===== src/source/mips_debug_cfg.svh =====
`ifndef MIPS_DEBUG_CFG_SVH
`define MIPS_DEBUG_CFG_SVH

//////////////////////////////////////////////////////////////////////
// datapath sizes
//////////////////////////////////////////////////////////////////////

// instruction and register word
`define DATA_LEN 32

// word address into instruction memory, 256 words
`define ADDR_LEN 8

// architectural registers
`define NUM_REGS 32

//////////////////////////////////////////////////////////////////////
// serial line
//////////////////////////////////////////////////////////////////////

// clocks per bit, kept small for short simulations
`define UART_CLKS_PER_BIT 16

`endif


===== src/source/uart_rx.sv =====
`default_nettype none

`include "mips_debug_cfg.svh"

module uart_rx (
	input  logic       clk,
	input  logic       reset,
	input  logic       rx_bit,
	output logic [7:0] rx_data,
	output logic       rx_done
);

	localparam int TICK_W = $clog2(`UART_CLKS_PER_BIT);
	localparam logic [TICK_W-1:0] LAST_TICK = TICK_W'(`UART_CLKS_PER_BIT - 1);
	localparam logic [TICK_W-1:0] HALF_TICK = TICK_W'(`UART_CLKS_PER_BIT / 2 - 1);

	// receiver states
	localparam logic [1:0] S_IDLE  = 2'd0;
	localparam logic [1:0] S_START = 2'd1;
	localparam logic [1:0] S_DATA  = 2'd2;
	localparam logic [1:0] S_STOP  = 2'd3;

	logic [1:0]        state;
	logic [TICK_W-1:0] tick_cnt;
	logic [2:0]        bit_idx;
	logic [7:0]        shift;
	logic              rx_meta;
	logic              rx_sync;

	// two flops against the asynchronous line
	always_ff @(posedge clk) begin
		if (reset) begin
			rx_meta <= 1'b1;
			rx_sync <= 1'b1;
		end else begin
			rx_meta <= rx_bit;
			rx_sync <= rx_meta;
		end
	end

	always_ff @(posedge clk) begin
		if (reset) begin
			state    <= S_IDLE;
			tick_cnt <= '0;
			bit_idx  <= '0;
			rx_done  <= 1'b0;
		end else begin
			rx_done  <= 1'b0;
			tick_cnt <= tick_cnt + 1'b1;
			case (state)
				S_IDLE: begin
					tick_cnt <= '0;
					// falling edge of the start bit
					if (!rx_sync) begin
						state <= S_START;
					end
				end
				S_START: begin
					// still low at half a bit, so a real start bit
					if (tick_cnt == HALF_TICK) begin
						tick_cnt <= '0;
						bit_idx  <= '0;
						state    <= rx_sync ? S_IDLE : S_DATA;
					end
				end
				S_DATA: begin
					if (tick_cnt == LAST_TICK) begin
						// lsb arrives first
						shift   <= {rx_sync, shift[7:1]};
						bit_idx <= bit_idx + 1'b1;
						if (bit_idx == 3'd7) begin
							state <= S_STOP;
						end
					end
				end
				default: begin
					if (tick_cnt == LAST_TICK) begin
						// framing error drops the byte
						if (rx_sync) begin
							rx_data <= shift;
							rx_done <= 1'b1;
						end
						state <= S_IDLE;
					end
				end
			endcase
		end
	end

	rx_done_pulse: assert property (@(posedge clk) disable iff (reset)
		rx_done |=> !rx_done);

endmodule

`default_nettype wire


===== config.mk =====
export PLATFORM = sky130hd
export DESIGN_NAME = uart_rx
export DESIGN_NICKNAME = d
export VERILOG_FILES = /design/src/source/uart_rx.sv
export VERILOG_INCLUDE_DIRS = /design/src /design/src/source
export SDC_FILE = /design/constraint.sdc
export NUM_CORES = 1
export LEC_CHECK = 0
export BUFFER_PORTS_ARGS = -buffer_cell sky130_fd_sc_hd__buf_2
export CAP_MARGIN = 20
export CORE_MARGIN = 1
export CORE_UTILIZATION = 50
export DETAILED_ROUTE_END_ITERATION = 6
export GPL_TIMING_DRIVEN = 1
export PLACE_DENSITY = 0.78
export SLEW_MARGIN = 20
export SYNTH_ARGS = -nofsm -noshare
export SYNTH_HDL_FRONTEND = slang
export SYNTH_SLANG_ARGS = --single-unit

===== constraint.sdc =====
create_clock -name clk -period 1.9 [get_ports clk]
set_input_delay 0.475 -clock clk [delete_from_list [all_inputs] [get_ports clk]]
set_output_delay 0.475 -clock clk [all_outputs]
set_load 0.05 [all_outputs]

==> results.toml <==
[clock_tree]
clk_latency_ps = 310
tritoncts = "done"
htree_levels = 1
numCtsBuffers = 3
cts.sinks = 28
cts_max_path_buffers = 2
clk_pin_slew_ps = 140
cts_root_buf = "clkbuf_4"

[finish]
area_growth_pct = 12.7
final_nets = 106
drive_gt1_frac = 0.232
diodes = 0
fillCellCount = 168

[detailed_routing]
dr.first_iter.drc_count = 8
via_per_inst = 5.19
firstDrtPassIters = 4
ant_nets = 0
wl_um = 1620
post_drt_wl_per_cell_um = 13.3
dr_total_vias = 633
drc = 0

[global_routing]
grt_pass1_wl_um = 2560
grt_usage = 0.147
grt_max_degree = 17
grt_pass1_vias = 571
antenna_found_initial = 0
grt-ovfl-total = 0

[synthesis]
synthesis.nets = 91
synth.cell_area_um2 = 1090
seq_area_frac_synth = 0.661
yosysUniqueCellTypes = 28
synth_top_area_cell = "edfxtp_1"
synth_area_leaders = "edfxtp_1 (44%), dfxtp_1 (22%), ha_1 (8.0%)"
synth-seq-cells = 28
yosysTopAreaCellShare = 0.440
ys_warn_count = 0
avgSynthCellArea_um2 = 13.5
netlist_instances = 81

[sta]
period_share = 0.914
final_max_slew_viol_count = 0
finalHoldViolations = 0
clock_skew_ps = 7.47
setup_violations = 0
relSlewSlack = 0.750
post-route-min-period_ps = 1740
worstMarginPinSlew_ps = 375
whs_ps = 332
tns_ps = 0
fmax_mhz = 576
rsz0062_at_grt = "no"

[run_status]
status = "complete, no violations"

[hold_path]
worstHoldPathType = "primary input to flip-flop"

[floorplan]
die_h_um = 48.7
initial_core_util = 0.545
io_pins = 12
die_w_um = 48.7
core_area_um2 = 2000
rows = 16
dieArea_um2 = 2370

[pwr]
p_comb_frac = 0.146
p_sw_w = 0.000287
p_seq_frac = 0.554
p_sw_frac = 0.233
p_int_w = 0.000945
power_density_nw_per_um2 = 1000
ir_worst_vdd_v = 0.000659
leakagePower_nw = 0.486
p_clk_frac = 0.300

[worst_setup_path]
endpoint_kind = "flip-flop"
path_class = "flip-flop to flip-flop"
worstPathArrival_ps = 1950
crit_fanout = 8
cp-start-kind = "flip-flop"
crit_required_ps = 2110

[job]
max-cap-violations = 0

[place]
gp_congestion = 0.806
dp.final_hpwl_um = 1190
numPortBuffers = 11
[cells in the mapped netlist]
library cell   n
xor2_1         2
nand2b_1       1
o21ai_0        2
nand4_1        1
nand4bb_1      1
a22oi_1        1
o211ai_1       1
a21oi_1        1
ha_1           7
inv_1          4
or2_2          3
nand4b_1       1
clkbuf_1       1
nand2_1        4
dfxtp_1       12
a31oi_1        1
edfxtp_1      16
a22o_2         2
nand3_1        3
or3b_1         1
or4_1          1
and2_1         2
mux2_4         1
mux2i_1        1
o2bb2ai_1      1
nor2_1         6
and3_1         3
nor3_1         1
[through the flow]
stage	power, W	cell area (um2)	setup WS (ps)	std cells	utilization
2_1_floorplan	0.000827	1090	307	81	-
3_3_place_gp	0.000855	1180	221	118	0.588
3_5_place_dp	0.000868	1180	128	118	0.588
4_1_cts	0.00124	1230	101	122	0.614
5_1_grt	0.00129	1230	28.5	122	0.614
6_report	0.00123	1230	164	122	0.614
[worst paths after layout]
check             startpoint    endpoint  depth (start not counted)  slack [ps]
setup / recovery    state[0]  bit_idx[0]                          6         160
hold / removal        rx_bit     rx_meta                          2         330
setup reg to reg    state[0]  bit_idx[0]                          6         160
hold reg to reg      rx_meta     rx_sync                          1         440
[logic make-up (layout without fill, tap and decap cells)]
kind of cell               after synthesis  in the layout  share of synthesized area
adders and majority gates                7              7                     0.0803
xor gates and xnor gates                 2              2                     0.0161
buffers and inverters                    5             19                     0.0172
and+or+nand+nor                         28             28                      0.143
DFF                                     28             28                      0.661
AOI/OAI and AO/OA                        9              9                     0.0596
muxes                                    2              2                     0.0229
[state kept, by name, summed over array words and instances (netlist names)]
name      cells
state         2
shift         8
rx_sync       1
rx_data       8
tick_cnt      4
rx_meta       1
rx_done       1
bit_idx       3
[final cells by class]
class                      instances  area [um2]  share of cell area
clock buffer                       3        22.5              0.0183
clock inverter                     1        30.0              0.0244
inverter                           4        15.0              0.0122
multi-input combinational         48         352               0.286
sequential                        28         722               0.587
tap                               27        33.8              0.0275
timing repair buffer              11        55.1              0.0448
[critical path: stages (launching register included)]
cell and delay [ps]:
dfxtp_2 400, inv_1 70, ha_1 270, or3b_1 360, o21ai_0 90, a31oi_1 160
mux2_4 280
[placed cells by master (no fill, tap or decap), drive strengths merged, types with 3 or more instances in the layout]
| cell | instances |
|---|---|
| dfxtp | 12 |
| or2 | 3 |
| clkbuf | 3 |
| edfxtp | 16 |
| ha | 7 |
| nand3 | 3 |
| and3 | 3 |
| buf | 11 |
| inv | 4 |
| nor2 | 6 |
| nand2 | 4 |
[what timing repair did]
item	in CTS	in global routing
endpoints found under the hold margin	0	0
gates resized for setup	0	1
hold buffers	0	0
endpoints found under the setup margin	0	1
setup buffers	0	0
[per-layer routing]
layer / GRT usage / share of wire / vias to the layer above
li1: - / - / 322
met1: 0.193 / 0.47 / 298
met2: 0.234 / 0.49 / 11
met3: 0.0283 / 0.030 / 2
met4: 0.0735 / 0.012 / 0
met5: 0 / 0 / -
[power by group through the flow]
stage	clock network [W]	registers (W)	logic, W
final	0.000370	0.000682	0.000180
after global routing	0.000405	0.000686	0.000197
after CTS	0.000379	0.000680	0.000176
after detailed placement	0	0.000694	0.000174
after global placement	0	0.000690	0.000165
after floorplan	0	0.000687	0.000140
Note: power is estimated with default switching activity, not from simulation.
