--- config.mk ---
export PLATFORM = sky130hd
export DESIGN_NAME = uart_tx
export DESIGN_NICKNAME = d
export VERILOG_FILES = /design/src/source/uart_tx.sv
export VERILOG_INCLUDE_DIRS = /design/src /design/src/source
export SDC_FILE = /design/constraint.sdc
export NUM_CORES = 1
export LEC_CHECK = 0
export ABC_AREA = 1
export BUFFER_PORTS_ARGS = -buffer_cell sky130_fd_sc_hd__clkbuf_2
export CAP_MARGIN = 20
export CORE_MARGIN = 2
export CORE_UTILIZATION = 36
export CTS_CLUSTER_SIZE = 8
export DETAILED_ROUTE_END_ITERATION = 10
export PLACE_DENSITY = 0.6
export REMOVE_ABC_BUFFERS = 1
export SYNTH_ARGS = -nofsm -noshare
export SYNTH_HDL_FRONTEND = slang
export SYNTH_SLANG_ARGS = --single-unit
--- constraint.sdc ---
create_clock -name clk -period 2.7 [get_ports clk]
set_input_delay 0.27 -clock clk [delete_from_list [all_inputs] [get_ports clk]]
set_output_delay 0.27 -clock clk [all_outputs]
set_load 0.01 [all_outputs]
--- src/source/mips_debug_cfg.svh ---
`ifndef MIPS_DEBUG_CFG_SVH
`define MIPS_DEBUG_CFG_SVH

//////////////////////////////////////////////////////////////////////
// datapath sizes
//////////////////////////////////////////////////////////////////////

// instruction and register word
`define DATA_LEN 32

// word address into instruction memory, 256 words
`define ADDR_LEN 8

// architectural registers
`define NUM_REGS 32

//////////////////////////////////////////////////////////////////////
// serial line
//////////////////////////////////////////////////////////////////////

// clocks per bit, kept small for short simulations
`define UART_CLKS_PER_BIT 16

`endif

--- src/source/uart_tx.sv ---
`default_nettype none

`include "mips_debug_cfg.svh"

module uart_tx (
	input  logic       clk,
	input  logic       reset,
	input  logic       tx_start,
	input  logic [7:0] tx_data,
	output logic       tx_bit,
	output logic       tx_done
);

	localparam int TICK_W = $clog2(`UART_CLKS_PER_BIT);
	localparam logic [TICK_W-1:0] LAST_TICK = TICK_W'(`UART_CLKS_PER_BIT - 1);

	// stop, data, start; bit 0 is on the line
	logic [9:0]        frame;
	logic [TICK_W-1:0] tick_cnt;
	logic [3:0]        bit_idx;
	logic              busy;

	// line idles high
	assign tx_bit = busy ? frame[0] : 1'b1;

	// last cycle of the stop bit
	assign tx_done = busy && (bit_idx == 4'd9) && (tick_cnt == LAST_TICK);

	always_ff @(posedge clk) begin
		if (reset) begin
			busy     <= 1'b0;
			tick_cnt <= '0;
			bit_idx  <= '0;
		end else if (!busy) begin
			tick_cnt <= '0;
			bit_idx  <= '0;
			if (tx_start) begin
				busy <= 1'b1;
			end
		end else if (tick_cnt == LAST_TICK) begin
			tick_cnt <= '0;
			bit_idx  <= bit_idx + 1'b1;
			if (bit_idx == 4'd9) begin
				busy <= 1'b0;
			end
		end else begin
			tick_cnt <= tick_cnt + 1'b1;
		end
	end

	// payload shifter
	always_ff @(posedge clk) begin
		if (!busy && tx_start) begin
			frame <= {1'b1, tx_data, 1'b0};
		end else if (busy && tick_cnt == LAST_TICK) begin
			frame <= {1'b1, frame[9:1]};
		end
	end

	no_start_while_busy: assert property (@(posedge clk) disable iff (reset)
		tx_start |-> !busy);

endmodule

`default_nettype wire

==> impl_metrics.env <==
export IMPL_outcome="completed"
export IMPL_core_area_mm2=0.00217
export IMPL_clock_power_share_pct=28.9
export IMPL_route_met3_wl_um=37
export IMPL_seqPwrFrac_pct=64.2
export IMPL_drc=0
export IMPL_initial_core_util_pct=37.5
export IMPL_met2_length_um=638
export IMPL_cts_resized=0
export IMPL_synth_compound_area_share_pct=5.22
export IMPL_diodes=0
export IMPL_holdBufCountCts=0
export IMPL_syn_area_um2=815
export IMPL_syn_to_final_growth_pct=12.4
export IMPL_max_vdd_ir_drop_mv=0.266
export IMPL_ioPinCount=13
export IMPL_cp_arrival_ns=1.53
export IMPL_place_gp_congestion=0.688
export IMPL_skew_ns=0.00240
export IMPL_tightestPinTransition_ns=0.433
export IMPL_numCtsBuffers=3
export IMPL_synthMuxAreaShare_pct=0
export IMPL_cp_data_required_time_ns=2.43
export IMPL_drt_first_iter_violations=9
export IMPL_slew_viol_final=0
export IMPL_final_common_cell="nand2_1"
export IMPL_ys_seq_area_share_pct=54.1
export IMPL_setup_viol=0
export IMPL_postRouteAntennaNets=0
export IMPL_fp_row_count=17
export IMPL_grt_max_degree=13
export IMPL_highest_layer="met4"
export IMPL_wl_met1_um=673
export IMPL_die_h_um=51.6
export IMPL_max_freq_mhz=555
export IMPL_r2r_slack_ns=1.03
export IMPL_hp_class="in2reg"
export IMPL_ys_ff_latch=18
export IMPL_power_density_mw_per_mm2=505
export IMPL_post_cts_buffers=0
export IMPL_die_area_mm2=0.00266
export IMPL_synth_warnings=0
export IMPL_htreeDepth=1
export IMPL_max_cap_violations=0
export IMPL_multi_input_area_um2=332
export IMPL_whs_ns=0.260
export IMPL_synthAdderAreaFrac_pct=4.61
export IMPL_fin_nets=118
export IMPL_wl_um=1350
export IMPL_numPortBuffers=12
export IMPL_num_vias=615
export IMPL_synthCells=90
export IMPL_cts_tree="done"
export IMPL_num_fill_cells=247
export IMPL_combinationalPowerShare_pct=6.9
export IMPL_grt_pass1_vias=568
export IMPL_syn_avg_cell_area_um2=9.05
export IMPL_antenna_found_initial=0
export IMPL_synth_simple_area_share_pct=29.8
export IMPL_drive_gt1_share_pct=18.4
export IMPL_drt_pass1_iterations=4
export IMPL_start_kind="flip-flop"
export IMPL_wl_per_cell_um=10.3
export IMPL_grt_overflow=0
export IMPL_yosysUniqueCellTypes=21
export IMPL_ff_latch_area_um2=440
export IMPL_die_w_um=51.6
export IMPL_clk_pin_slew_ns=0.10
export IMPL_worst_path_max_fanout=11
export IMPL_grt_first_pass_wirelength_um=2370
export IMPL_dp_hpwl_um=996
export IMPL_p_switching_mw=0.0989
export IMPL_setup_tns_ns=0
export IMPL_synth_top_family_by_area="simple AND/OR/NAND/NOR gates"
export IMPL_synth_xor_area_share_pct=1.08
export IMPL_period_needed_ns=1.80
export IMPL_slew_headroom_pct=71.1
export IMPL_clk_latency_ns=0.28
export IMPL_min_period_over_period_pct=66.7
export IMPL_netSwitchingFraction_pct=21.4
export IMPL_p_leak_nw=0.401
export IMPL_p_int_mw=0.364
export IMPL_worst_setup_path_type="reg2out"
export IMPL_cp_end_kind="primary output"
export IMPL_viasPerCell=4.69
export IMPL_final_hold_violation_count=0
export IMPL_layout_common_cells="nand2_1, nand3_1, clkbuf_2"
export IMPL_root_buffer="clkbuf_4"
export IMPL_cts_sinks=18
export IMPL_grt_usage_pct=11.9
export IMPL_grt_setup_unrepaired="no"
export IMPL_clock_path_buffers=2
## synth_stat cells
| cell | instances | share of area (%) |
|---|---|---|
| and2_1 | 1 | 0.77 |
| o21ai_0 | 1 | 0.61 |
| nor2_1 | 6 | 2.8 |
| and3b_1 | 1 | 1.1 |
| nand3_4 | 1 | 2.2 |
| o21bai_1 | 1 | 0.92 |
| or2_2 | 1 | 0.77 |
| ha_1 | 3 | 4.6 |
| nand2_1 | 26 | 12 |
| edfxtp_1 | 8 | 29 |
| buf_2 | 1 | 0.61 |
| xnor2_1 | 1 | 1.1 |
| dfxtp_1 | 10 | 25 |
| nor2_4 | 1 | 1.4 |
| nand3_1 | 12 | 7.4 |
| or2_1 | 1 | 0.77 |
| inv_1 | 6 | 2.8 |
| buf_6 | 1 | 1.4 |
| nor2_2 | 1 | 0.77 |
| a21oi_1 | 6 | 3.7 |
| clkbuf_1 | 1 | 0.46 |
## final timing paths
path	endpoint	cells past startpoint	from
min reg2reg	tick_cnt[0]	1	tick_cnt[0]
max reg2reg	frame[8]	5	tick_cnt[0]
min	busy	3	reset
max	tx_done	5	tick_cnt[0]
## worst max-delay path: stages, from the launching register on
cell	delay (ns)
dfxtp_1	0.37
ha_1	0.24
nand3_4	0.13
nor2_4	0.23
and2_1	0.16
clkbuf_2	0.12
## metal layers
layer  global-route usage [%]  vias up
met5                        0        -
met4                     3.95        0
met3                     2.59        2
met2                     19.7        9
met1                     15.3      285
li1                         -      319
## per-stage QoR
stage	std cells	power (mW)	util [%]	worst slack [ns]	instance area, um2
2_1_floorplan	87	0.321	-	1.24	795
3_3_place_gp	127	0.335	41.0	1.09	890
3_5_place_dp	127	0.336	41.0	1.03	890
4_1_cts	131	0.474	42.2	0.863	916
5_1_grt	131	0.490	42.2	0.760	916
6_report	131	0.463	42.2	0.900	916
## power by group through the flow
stage          Combinational, mW  Clock, mW  Sequential [mW]
2_1_floorplan             0.0181          0            0.303
3_3_place_gp              0.0318          0            0.303
3_5_place_dp              0.0326          0            0.303
4_1_cts                   0.0328      0.144            0.297
5_1_grt                   0.0376      0.154            0.298
6_report                  0.0319      0.134            0.297
## state kept, by name, indices dropped and copies added, names as in the netlist
signal / count
frame: 9
bit_idx: 4
tick_cnt: 4
busy: 1
## kinds of logic (layout without fill, tap and decap cells)
| group | count (synthesis) | count (layout) |
|---|---|---|
| AOI/OAI and AO/OA | 8 | 8 |
| DFF | 18 | 18 |
| xor gates and xnor gates | 1 | 1 |
| buffers and inverters | 9 | 22 |
| and+or+nand+nor | 51 | 51 |
| adders and majority gates | 3 | 3 |
## final cells by class
class / instances / area share (%)
clock buffers: 4 / 2.87
inverters: 6 / 2.46
multi-input cells: 63 / 36.2
flip-flops and latches: 18 / 48.1
well taps: 28 / 3.83
repair buffers: 12 / 6.56
(Power assumes the default switching activity.)
