`config.mk`:
```
export PLATFORM = sky130hd
export DESIGN_NAME = debug_unit
export DESIGN_NICKNAME = d
export VERILOG_FILES = /design/src/source/mips_pkg.sv /design/src/source/debug_unit.sv
export VERILOG_INCLUDE_DIRS = /design/src /design/src/source
export SDC_FILE = /design/constraint.sdc
export NUM_CORES = 1
export LEC_CHECK = 0
export ABC_CLOCK_PERIOD_IN_PS = 3250
export BUFFER_PORTS_ARGS = -buffer_cell sky130_fd_sc_hd__buf_2
export CORE_MARGIN = 2
export CORE_UTILIZATION = 56
export DETAILED_ROUTE_END_ITERATION = 10
export PLACE_DENSITY = 0.85
export SLEW_MARGIN = 20
export SYNTH_ARGS = -nofsm -noshare
export SYNTH_HDL_FRONTEND = slang
export SYNTH_SLANG_ARGS = --single-unit
```
`constraint.sdc`:
```
create_clock -name clk -period 3.25 [get_ports clk]
set_clock_uncertainty 0.2 [all_clocks]
set_input_delay 0.65 -clock clk [delete_from_list [all_inputs] [get_ports clk]]
set_output_delay 0.65 -clock clk [all_outputs]
set_load 0.02 [all_outputs]
```
`src/source/mips_debug_cfg.svh`:
```
`ifndef MIPS_DEBUG_CFG_SVH
`define MIPS_DEBUG_CFG_SVH

//////////////////////////////////////////////////////////////////////
// datapath sizes
//////////////////////////////////////////////////////////////////////

// instruction and register word
`define DATA_LEN 32

// word address into instruction memory, 256 words
`define ADDR_LEN 8

// architectural registers
`define NUM_REGS 32

//////////////////////////////////////////////////////////////////////
// serial line
//////////////////////////////////////////////////////////////////////

// clocks per bit, kept small for short simulations
`define UART_CLKS_PER_BIT 16

`endif

```
`src/source/mips_pkg.sv`:
```
`default_nettype none

package mips_pkg;

	// primary opcode field
	typedef enum logic [5:0] {
		OP_RTYPE = 6'd0,
		OP_BEQ   = 6'd4,
		OP_ADDI  = 6'd8,
		OP_HALT  = 6'd63
	} opcode_t;

	// function field of r-type words
	typedef enum logic [5:0] {
		FN_ADD = 6'd32,
		FN_SUB = 6'd34
	} funct_t;

	// one instruction word, read as r-format or i-format
	typedef union packed {
		struct packed {
			opcode_t    op;
			logic [4:0] rs;
			logic [4:0] rt;
			logic [4:0] rd;
			logic [4:0] shamt;
			funct_t     funct;
		} r;
		struct packed {
			opcode_t     op;
			logic [4:0]  rs;
			logic [4:0]  rt;
			logic [15:0] imm;
		} i;
	} instr_t;

	// debug unit sequencing
	typedef enum logic [2:0] {
		IDLE,
		LOAD,
		RUN,
		SEND_PC,
		SEND_REG,
		WAIT_TX
	} dbg_state_t;

endpackage

`default_nettype wire

```
`src/source/debug_unit.sv`:
```
`default_nettype none

`include "mips_debug_cfg.svh"

module debug_unit import mips_pkg::*; (
	input  logic                 clk,
	input  logic                 reset,
	input  logic [7:0]           rx_data,
	input  logic                 rx_done,
	input  logic                 tx_done,
	input  logic                 halt,
	input  logic [7:0]           pc,
	input  logic [7:0]           reg1,
	output logic                 tx_start,
	output logic [7:0]           tx_data,
	output logic                 mem_we,
	output logic [`ADDR_LEN-1:0] mem_addr,
	output logic [`DATA_LEN-1:0] mem_wdata,
	output logic                 run,
	output logic                 core_clear
);

	dbg_state_t           state;
	logic [7:0]           words_left;
	logic [1:0]           byte_cnt;
	logic                 reg_sent;
	logic [`DATA_LEN-1:0] word_sr;

	// the assembled word goes straight to memory
	assign mem_wdata = word_sr;

	//////////////////////////////////////////////////////////////////////
	// sequencer
	//////////////////////////////////////////////////////////////////////

	always_ff @(posedge clk) begin
		if (reset) begin
			state      <= IDLE;
			words_left <= '0;
			byte_cnt   <= '0;
			reg_sent   <= 1'b0;
			mem_we     <= 1'b0;
			mem_addr   <= '0;
			run        <= 1'b0;
			core_clear <= 1'b0;
			tx_start   <= 1'b0;
		end else begin
			// single-cycle strobes
			mem_we     <= 1'b0;
			core_clear <= 1'b0;
			tx_start   <= 1'b0;
			case (state)
				IDLE: begin
					// count byte, zero means nothing to do
					if (rx_done && rx_data != 8'd0) begin
						words_left <= rx_data;
						byte_cnt   <= '0;
						mem_addr   <= '0;
						core_clear <= 1'b1;
						state      <= LOAD;
					end
				end
				LOAD: begin
					if (rx_done) begin
						byte_cnt <= byte_cnt + 1'b1;
						if (byte_cnt == 2'd3) begin
							mem_we <= 1'b1;
						end
					end
					// write cycle, step address
					if (mem_we) begin
						mem_addr   <= mem_addr + 1'b1;
						words_left <= words_left - 1'b1;
						if (words_left == 8'd1) begin
							run   <= 1'b1;
							state <= RUN;
						end
					end
				end
				RUN: begin
					// core reports halt, stop and report
					if (halt) begin
						run   <= 1'b0;
						state <= SEND_PC;
					end
				end
				SEND_PC: begin
					tx_start <= 1'b1;
					tx_data  <= pc;
					reg_sent <= 1'b0;
					state    <= WAIT_TX;
				end
				SEND_REG: begin
					// second byte already launched on entry
					reg_sent <= 1'b1;
					state    <= WAIT_TX;
				end
				default: begin
					if (tx_done) begin
						if (reg_sent) begin
							state <= IDLE;
						end else begin
							tx_start <= 1'b1;
							tx_data  <= reg1;
							state    <= SEND_REG;
						end
					end
				end
			endcase
		end
	end

	// bytes land lsb first
	always_ff @(posedge clk) begin
		if (state == LOAD && rx_done) begin
			word_sr <= {rx_data, word_sr[`DATA_LEN-1:8]};
		end
	end

	// memory is never written under a running core
	no_write_while_run: assert property (@(posedge clk) disable iff (reset)
		!(run && mem_we));

endmodule

`default_nettype wire

```
==> results.md <==
* Yosys cell types at 50
* Pre-CTS setup slack at 0.903 ns
* Most common cell after layout, fill and taps aside: buf_2
* First-pass GRT wire length at 8870 µm
* Final Power at 1910 µW
* Post_cts resized at 0
* Reg area at 0.00172 mm²
* Die W at 75.7 µm
* Port Buffers at 80
* Fraction of registers with async set/reset at 0
* CP arrival at 2.40 ns
* Diode count at 0
* Postcts setup bufs at 0
* Post-detail-place hpwl at 3830 µm
* CP Launch Type: flop
* Die ar. at 0.00573 mm²
* Ports at 81
* Worst setup path class: reg -> reg
* Setup violators final at 0
* Peak supply drop at 0.000341 V
* Routed WL at 5480 µm
* Number of max-cap violations at 0
* Period utilization at 0.721
* Post-synth EDFFs at 40
* # hold bufs at CTS at 0
* Die H at 75.7 µm
* P per Cell Area at 541 mW/mm²
* Cts bufs inserted at 9
* Hold WC Path Type: reg -> reg
* CP Data Required Time at 3.30 ns
* DRT Pass-1 Iters at 4
* Core ar. at 0.00504 mm²
* Worst-skew pair later-pin latency at 0.33 ns
* Outcome: completed
* Post-route setup slack at 0.908 ns
* RD Place Congestion at 0.828
* Setup tns final at 0 ns
* Nets@finish at 350
* Filler Cell Count at 384
* Footprint of the multi-input gates at 0.00104 mm²
* Initial antenna violation count at 0
* Crit. End Element: flop
* CTS tree: yes
* Worst relative slew slack at 0.422
* Fraction of layout cells with a size suffix above 1 at 0.351
* Grt ovf at 0
* Vias/cell at 5.41
* Max Freq at 427 MHz
* Commonest cells after routing, fill and taps aside: buf_2 (80), edfxtp_1 (40), dfxtp_1 (26)
* Slew Viols, Final at 0
* CTS H-tree depth at 3
* RSZ-0062 raised after global routing: no
* Vias post-DR at 2120
* Leak at 0.00138 µW
* Clock transition at the registers of the reported paths at 0.07 ns
* Gr usage total at 0.206
* Initial Utilization at 0.570
* DR DRC count at 0
* Hold Fails Final Rpt at 0
* Number of cell rows at 26
* Cells after synthesis at 238
* Deepest clock path buffer count at 2
* CTS Sinks at 66
* Final Critical Period at 2.34 ns
* Yosys reg bits at 66
* Area Overhead vs Synth at 22.7%
* Vias in the first global route at 1959
* Synth Warn # at 0
* WL/cell at 14.0 µm
* CP max FO at 21
* Synthesized cell area at 0.00288 mm²
* Largest net degree at the start of global routing at 33
* Antenna violation net count after detailed routing at 0
* Net Count, Synth at 271
* Clk root buf: clkbuf_8
* Syn avg cell area at 12.1 µm²
* Dominant synthesized flop cell: edfxtp_1
* Slew @ Worst Pin at 0.859 ns
* Register area share after synthesis at 0.599
* DR iter-0 viols at 108
* Fin Hold WS at 0.243 ns
-- power breakdown --
group / leakage [µW] / internal (µW) / switching, µW
sequential: 0.000581 / 917 / 16.0
clock: 0.000114 / 509 / 301
combinational: 0.000681 / 62.6 / 106
-- stage by stage --
| stage | area [µm²] | utilization | cells |
|---|---|---|---|
| after detailed placement | 3300 | 0.654 | 376 |
| after global routing | 3530 | 0.700 | 392 |
| after CTS | 3530 | 0.700 | 392 |
| after floorplan | 2880 | - | 238 |
| after global placement | 3300 | 0.654 | 376 |
| final | 3530 | 0.700 | 392 |
-- cells by family after synthesis --
logic type               share of synthesized area
AND/OR/NAND/NOR                              0.178
flip-flops                                   0.599
AO/OA/AOI/OAI                                0.116
buffers and inverters                       0.0391
multiplexers                                0.0452
adder cells (fa/ha/maj)                     0.0174
XOR/XNOR                                   0.00609
-- registers in the layout, summed over array words and instances, names as in the netlist, 2 cells and up --
name and count:
state 3, byte_cnt 2, mem_addr 8, mem_wdata 32
words_left 8, tx_data 8
-- worst max-delay path, stage by stage, from the launching register on --
cell	delay [ns]
dfxtp_1	0.56
nor3b_4	0.53
nand2_2	0.40
a211oi_2	0.35
mux2i_1	0.22
-- cells in the mapped netlist, types with 5 or more instances --
master / n / share of area
a21oi_1: 18 / 0.031
a221o_1: 6 / 0.021
clkbuf_1: 7 / 0.0091
dfxtp_1: 26 / 0.18
edfxtp_1: 40 / 0.42
inv_1: 5 / 0.0065
mux2_1: 8 / 0.031
nand2_1: 17 / 0.022
nand2b_1: 7 / 0.015
nand3_1: 16 / 0.028
nor2_1: 13 / 0.017
-- routing by layer --
metal | up-vias | GRT usage | routed length [µm]
met5 | - | 0 | 0
met4 | 0 | 0.0877 | 71
met3 | 8 | 0.0437 | 418
met2 | 95 | 0.329 | 2560
met1 | 977 | 0.274 | 2440
li1 | 1040 | - | -
-- final timing paths --
path                 start           end  slack, ns  depth (start not counted)
max reg2reg       state[0]   mem_addr[7]       0.91                          4
max               state[0]   mem_addr[7]       0.91                          4
min          mem_wdata[17]  mem_wdata[9]       0.24                          0
min reg2reg  mem_wdata[17]  mem_wdata[9]       0.24                          0
-- area by class of cell --
cell class / instances / share of cell area
sequential: 66 / 0.488
inverter: 6 / 0.00638
clock buffer: 11 / 0.0372
clock inverter: 5 / 0.0291
timing repair buffer: 83 / 0.120
multi-input combinational: 151 / 0.295
tap: 70 / 0.0248
No activity file was read; power rests on OpenSTA's default activity.
