$ cat src/source/mips_debug_cfg.svh
`ifndef MIPS_DEBUG_CFG_SVH
`define MIPS_DEBUG_CFG_SVH

//////////////////////////////////////////////////////////////////////
// datapath sizes
//////////////////////////////////////////////////////////////////////

// instruction and register word
`define DATA_LEN 32

// word address into instruction memory, 256 words
`define ADDR_LEN 8

// architectural registers
`define NUM_REGS 32

//////////////////////////////////////////////////////////////////////
// serial line
//////////////////////////////////////////////////////////////////////

// clocks per bit, kept small for short simulations
`define UART_CLKS_PER_BIT 16

`endif

$ cat src/source/mips_pkg.sv
`default_nettype none

package mips_pkg;

	// primary opcode field
	typedef enum logic [5:0] {
		OP_RTYPE = 6'd0,
		OP_BEQ   = 6'd4,
		OP_ADDI  = 6'd8,
		OP_HALT  = 6'd63
	} opcode_t;

	// function field of r-type words
	typedef enum logic [5:0] {
		FN_ADD = 6'd32,
		FN_SUB = 6'd34
	} funct_t;

	// one instruction word, read as r-format or i-format
	typedef union packed {
		struct packed {
			opcode_t    op;
			logic [4:0] rs;
			logic [4:0] rt;
			logic [4:0] rd;
			logic [4:0] shamt;
			funct_t     funct;
		} r;
		struct packed {
			opcode_t     op;
			logic [4:0]  rs;
			logic [4:0]  rt;
			logic [15:0] imm;
		} i;
	} instr_t;

	// debug unit sequencing
	typedef enum logic [2:0] {
		IDLE,
		LOAD,
		RUN,
		SEND_PC,
		SEND_REG,
		WAIT_TX
	} dbg_state_t;

endpackage

`default_nettype wire

$ cat src/source/mips_core.sv
`default_nettype none

`include "mips_debug_cfg.svh"

module mips_core import mips_pkg::*; (
	input  logic                 clk,
	input  logic                 reset,
	input  logic                 clear,
	input  logic                 run,
	input  instr_t               instr,
	output logic [`ADDR_LEN-1:0] fetch_addr,
	output logic [7:0]           pc,
	output logic [7:0]           reg1,
	output logic                 halt
);

	logic [`ADDR_LEN-1:0] pc_q;
	logic [`ADDR_LEN-1:0] pc_next;
	logic [`DATA_LEN-1:0] regs [`NUM_REGS];
	logic [`DATA_LEN-1:0] rs_val;
	logic [`DATA_LEN-1:0] rt_val;
	logic [`DATA_LEN-1:0] imm_ext;
	logic                 wr_en;
	logic [4:0]           wr_addr;
	logic [`DATA_LEN-1:0] wr_data;
	logic                 halt_next;
	logic                 step;

	assign fetch_addr = pc_q;
	assign pc         = 8'(pc_q);
	assign reg1       = regs[1][7:0];

	// advance only while running and not halted
	assign step = run && !halt;

	//////////////////////////////////////////////////////////////////////
	// decode and execute
	//////////////////////////////////////////////////////////////////////

	// operand read, both formats share rs and rt
	assign rs_val  = regs[instr.r.rs];
	assign rt_val  = regs[instr.r.rt];
	assign imm_ext = {{(`DATA_LEN - 16){instr.i.imm[15]}}, instr.i.imm};

	always_comb begin
		wr_en     = 1'b0;
		wr_addr   = instr.r.rd;
		wr_data   = rs_val + rt_val;
		pc_next   = pc_q + 1'b1;
		halt_next = 1'b0;
		case (instr.r.op)
			OP_RTYPE: begin
				case (instr.r.funct)
					FN_ADD: begin
						wr_en = 1'b1;
					end
					FN_SUB: begin
						wr_en   = 1'b1;
						wr_data = rs_val - rt_val;
					end
					// other functions fall through as no-op
					default: wr_en = 1'b0;
				endcase
			end
			OP_ADDI: begin
				// i-format target is rt
				wr_en   = 1'b1;
				wr_addr = instr.i.rt;
				wr_data = rs_val + imm_ext;
			end
			OP_BEQ: begin
				// offset relative to the next word
				if (rs_val == rt_val) begin
					pc_next = pc_q + 1'b1 + imm_ext[`ADDR_LEN-1:0];
				end
			end
			OP_HALT: begin
				// pc stays on the halt word
				pc_next   = pc_q;
				halt_next = 1'b1;
			end
			default: pc_next = pc_q + 1'b1;
		endcase
	end

	//////////////////////////////////////////////////////////////////////
	// state update
	//////////////////////////////////////////////////////////////////////

	always_ff @(posedge clk) begin
		if (reset || clear) begin
			pc_q <= '0;
			halt <= 1'b0;
			for (int i = 0; i < `NUM_REGS; i++) begin
				regs[i] <= '0;
			end
		end else if (step) begin
			pc_q <= pc_next;
			halt <= halt_next;
			// r0 is hardwired to zero
			if (wr_en && wr_addr != 5'd0) begin
				regs[wr_addr] <= wr_data;
			end
		end
	end

	// a halted core holds its pc on the halt word until the next load
	pc_frozen_on_halt: assert property (@(posedge clk) disable iff (reset)
		(halt && !clear) |=> ($stable(pc_q) && instr.r.op == OP_HALT));

endmodule

`default_nettype wire

$ cat config.mk
export PLATFORM = sky130hd
export DESIGN_NAME = mips_core
export DESIGN_NICKNAME = d
export VERILOG_FILES = /design/src/source/mips_pkg.sv /design/src/source/mips_core.sv
export VERILOG_INCLUDE_DIRS = /design/src /design/src/source
export SDC_FILE = /design/constraint.sdc
export NUM_CORES = 2
export LEC_CHECK = 0
export BUFFER_PORTS_ARGS = -buffer_cell sky130_fd_sc_hd__clkbuf_2
export CAP_MARGIN = 40
export CORE_ASPECT_RATIO = 1.2
export CORE_MARGIN = 2
export CORE_UTILIZATION = 50
export DETAILED_ROUTE_END_ITERATION = 10
export PLACE_DENSITY = 0.68
export SLEW_MARGIN = 30
export SYNTH_ARGS = -nofsm -noshare
export SYNTH_HDL_FRONTEND = slang
export SYNTH_SLANG_ARGS = --single-unit
$ cat constraint.sdc
create_clock -name clk -period 14 [get_ports clk]
set_input_delay 2.8 -clock clk [delete_from_list [all_inputs] [get_ports clk]]
set_output_delay 2.8 -clock clk [all_outputs]
set_load 0.02 [all_outputs]
==> impl_results.md <==
* VDD IR max at 0.102 mV
* Most common cell after layout, fill and taps aside: edfxtp_1
* Core ar. at between 100000 and 150000 sq um
* FF+latch count, synth at slightly above 1000
* Max stage delay on crit path at approximately 0.8 ns
* Nets@finish at between 4000 and 5000
* Vias after detailed routing at 40531
* P_sw at 2.40 mW
* Wire per inst at ~35 um
* Final WS setup at 4.87 ns
* Final instance area at between 60000 and 70000 sq um
* Max clock buf depth at 3
* TNS Setup at 0 ns
* Setup Skew at between 0.05 and 0.06 ns
* Vias/cell at between 7 and 8
* Overall power at 7.92 mW
* # resized after CTS at 0
* Post-CTS Setup Bufs at 0
* DRC violations left at 0
* Library cells used by synthesis at 80
* Largest net degree at the start of global routing at 96
* CTS H-tree lvls at 3
* Switching share of power at 0.304
* Min Tclk post-route at 9.13 ns
* Post-route insts no fill at between 5000 and 6000
* Hold WS at 0.497 ns
* CP max FO at between 50 and 60
* Post-Syn Area per Cell at 14.0 sq um
* Top FF cell, synth: edfxtp_1
* Worst setup SP type: primary input
* Die Width at approximately 320 um
* Post-DP HPWL at about 120000 um
* Share of flip-flops with an asynchronous set or reset at 0
* Post-route ant nets at 0
* IO Count at 61
* Setup-failing EPs final at 0
* Comb pwr share at 0.213
* DRT iter0 DRCs at roughly 6300
* Ys Warns at 0
* Reg2reg path depth at 14
* DIE HEIGHT at around 380 um
* Slowest CP cell: a32oi_2
* Initial antenna violation count at 3
* CP cell instances: buf_8 > buf_4 > mux4_2 > mux4_2 > mux2_2 > ha_1 > fa_1 > nand2b_1 > a21oi_1 > nor3_1 > o21ai_0 > o2111ai_1 > a211oi_1 > o21ai_0 > a32oi_2 > buf_4 > a21oi_1
* Flop2flop setup slack at about 7.9 ns
* Initial Util at 0.505
* CP required at 14.44 ns
* RePlAce Congestion at between 1 and 1.5
* HP Class: reg -> reg
* Num Clock Sinks at 1033
* Arrival @ worst endpoint at between 9 and 10 ns
* Hold depth at 2
* Worst Max-Slew Pin Slew at around 0.95 ns
* First-pass GRT wire length at 285000 um
* Setup slack at placement at 4.22 ns
* Synthesized cell area at approximately 59000 sq um
* Final Slew Violations at 0
* Clk slew on worst S/H paths at about 0.070 ns
* Layout overhead on the synthesized area at 9.10%
* WS Path Type: in -> reg
* Root buffer cell: clkbuf_16
* Max cap viols at 0
* Cell row count at ~140
* Pwr dens at roughly 120 nW/um^2
* WL final at 201000 um
* Global route total overflow at 0
* Area post-placement at roughly 60000 sq um
* I/O Buffers at 60
* Unrepaired setup endpoints after global routing: no
* Layout fillers at 9238
* Crit end category: flip-flop
* Fmax at 110 MHz
* CTS tree: built
* Synth area leaders: edfxtp_1, mux4_2, nor2_1
* Part of the Yosys area used for sequential elements at 0.525
* Clk Latency, worst-skew pair at about 0.75 ns
* Post-synth EDFFs at 1024
* Cts bufs inserted at between 100 and 150
* Dominant cell type by area after synthesis: edfxtp_1
* Clock group share of total power at 0.334
* GRT Util Overall at 0.335
* Fin util at 0.551
* Dpl cells at about 5500
* Cells after synthesis at 4203
* Hold_buf cts at 0
* Status: complete, no violations
* Top cell type's share of synthesized area at 0.522
* Leakage at 23.0 nW
* Sequential Power Share at 0.453
* Max transition margin at 0.367
* DR pass1 iterations at 7
* Commonest cells after routing, fill and taps aside: edfxtp_1, nor2_1, mux4_2
* Vias in the first global route at between 40000 and 50000
* Share of cells above drive strength 1 at 0.277
* Int Pwr at about 5.5 mW
* Final Cycle Share at 0.652
* Die Area at between 100000 and 150000 sq um
* Fin. Hold Viols at 0
## final cells by class
type	count	area, sq um	share of cell area
multi-input combinational	2687	26400	0.410
clock buffer	125	2640	0.0411
inverter	77	289	0.00450
timing repair buffer	205	1630	0.0253
tap	1529	1910	0.0298
sequential	1033	30900	0.481
clock inverter	60	473	0.00736
antenna	1	2.50	0.0000390
## cells by family after synthesis
group / count (synthesis) / synth area share
other: 1 / 0.0000637
AND/OR/NAND/NOR: 1160 / 0.0816
XOR/XNOR: 55 / 0.00831
buffers and inverters: 514 / 0.0354
multiplexers: 710 / 0.257
adder cells (fa/ha/maj): 105 / 0.0228
flip-flops: 1033 / 0.525
AO/OA/AOI/OAI: 625 / 0.0694
## final timing paths
check,from,to
hold reg to reg,fetch_addr[7]$_SDFFE_PP0P_,fetch_addr[7]$_SDFFE_PP0P_
setup reg to reg,regs[28][14]$_SDFFCE_PN0P_,regs[30][29]$_SDFFCE_PN0P_
setup / recovery,instr[16],regs[21][24]$_SDFFCE_PN0P_
hold / removal,fetch_addr[7]$_SDFFE_PP0P_,fetch_addr[7]$_SDFFE_PP0P_
## state kept, by name, indices dropped and copies added, names as in the netlist
signal / flops
halt: 1
regs: 1024
fetch_addr: 8
## power by group through the flow
stage / Combinational, mW / Clock (mW) / Sequential (mW)
floorplan: 1.11 / 0 / 3.62
global placement: 1.63 / 0 / 3.64
detailed placement: 1.64 / 0 / 3.65
CTS: 1.64 / 2.66 / 3.58
global route: 1.76 / 2.77 / 3.60
finish: 1.69 / 2.64 / 3.59
## routing by layer
metal | vias to the layer above | wire length [um] | global-route usage
li1 | 16254 | - | -
met1 | 20533 | 67800 | 0.431
met2 | 3101 | 93000 | 0.513
met3 | 641 | 24800 | 0.0761
met4 | 2 | 15800 | 0.218
met5 | - | 13 | 0
## synth_stat cells (all sizes together) (5+ instances only)
library cell and count:
nor3 57, o311ai 5, xor2 17, nand3 29, a211oi 21, a31oi 74
nor2 822, o211ai 12, a22oi 11, o21a 11, edfxtp 1024, o31ai 9
mux4 639, a221o 10, o21bai 14, a21boi 6, nor2b 18, clkbuf 333
dfxtp 9, a31o 5, xnor2 38, a221oi 9, and2 14, nand2b 12
o221ai 13, a21oi 265, o22ai 13, o2111ai 5, nand4 15, mux2 32
mux2i 39, nand3b 9, a311oi 6, ha 101, a21o 37, buf 103
inv 75, or3 13, a211o 5, nand2 129, and3 10, o21ai 69
or2 11, nor4 11
## critical path, delay by kind of cell
kind            cells  cell delay [ns]
simple gates        2             0.34
buf+inv             3             1.55
mux                 3             1.49
compound gates      7             2.55
fa+ha+maj           2             0.72
Power figures use the tool's default switching activity.
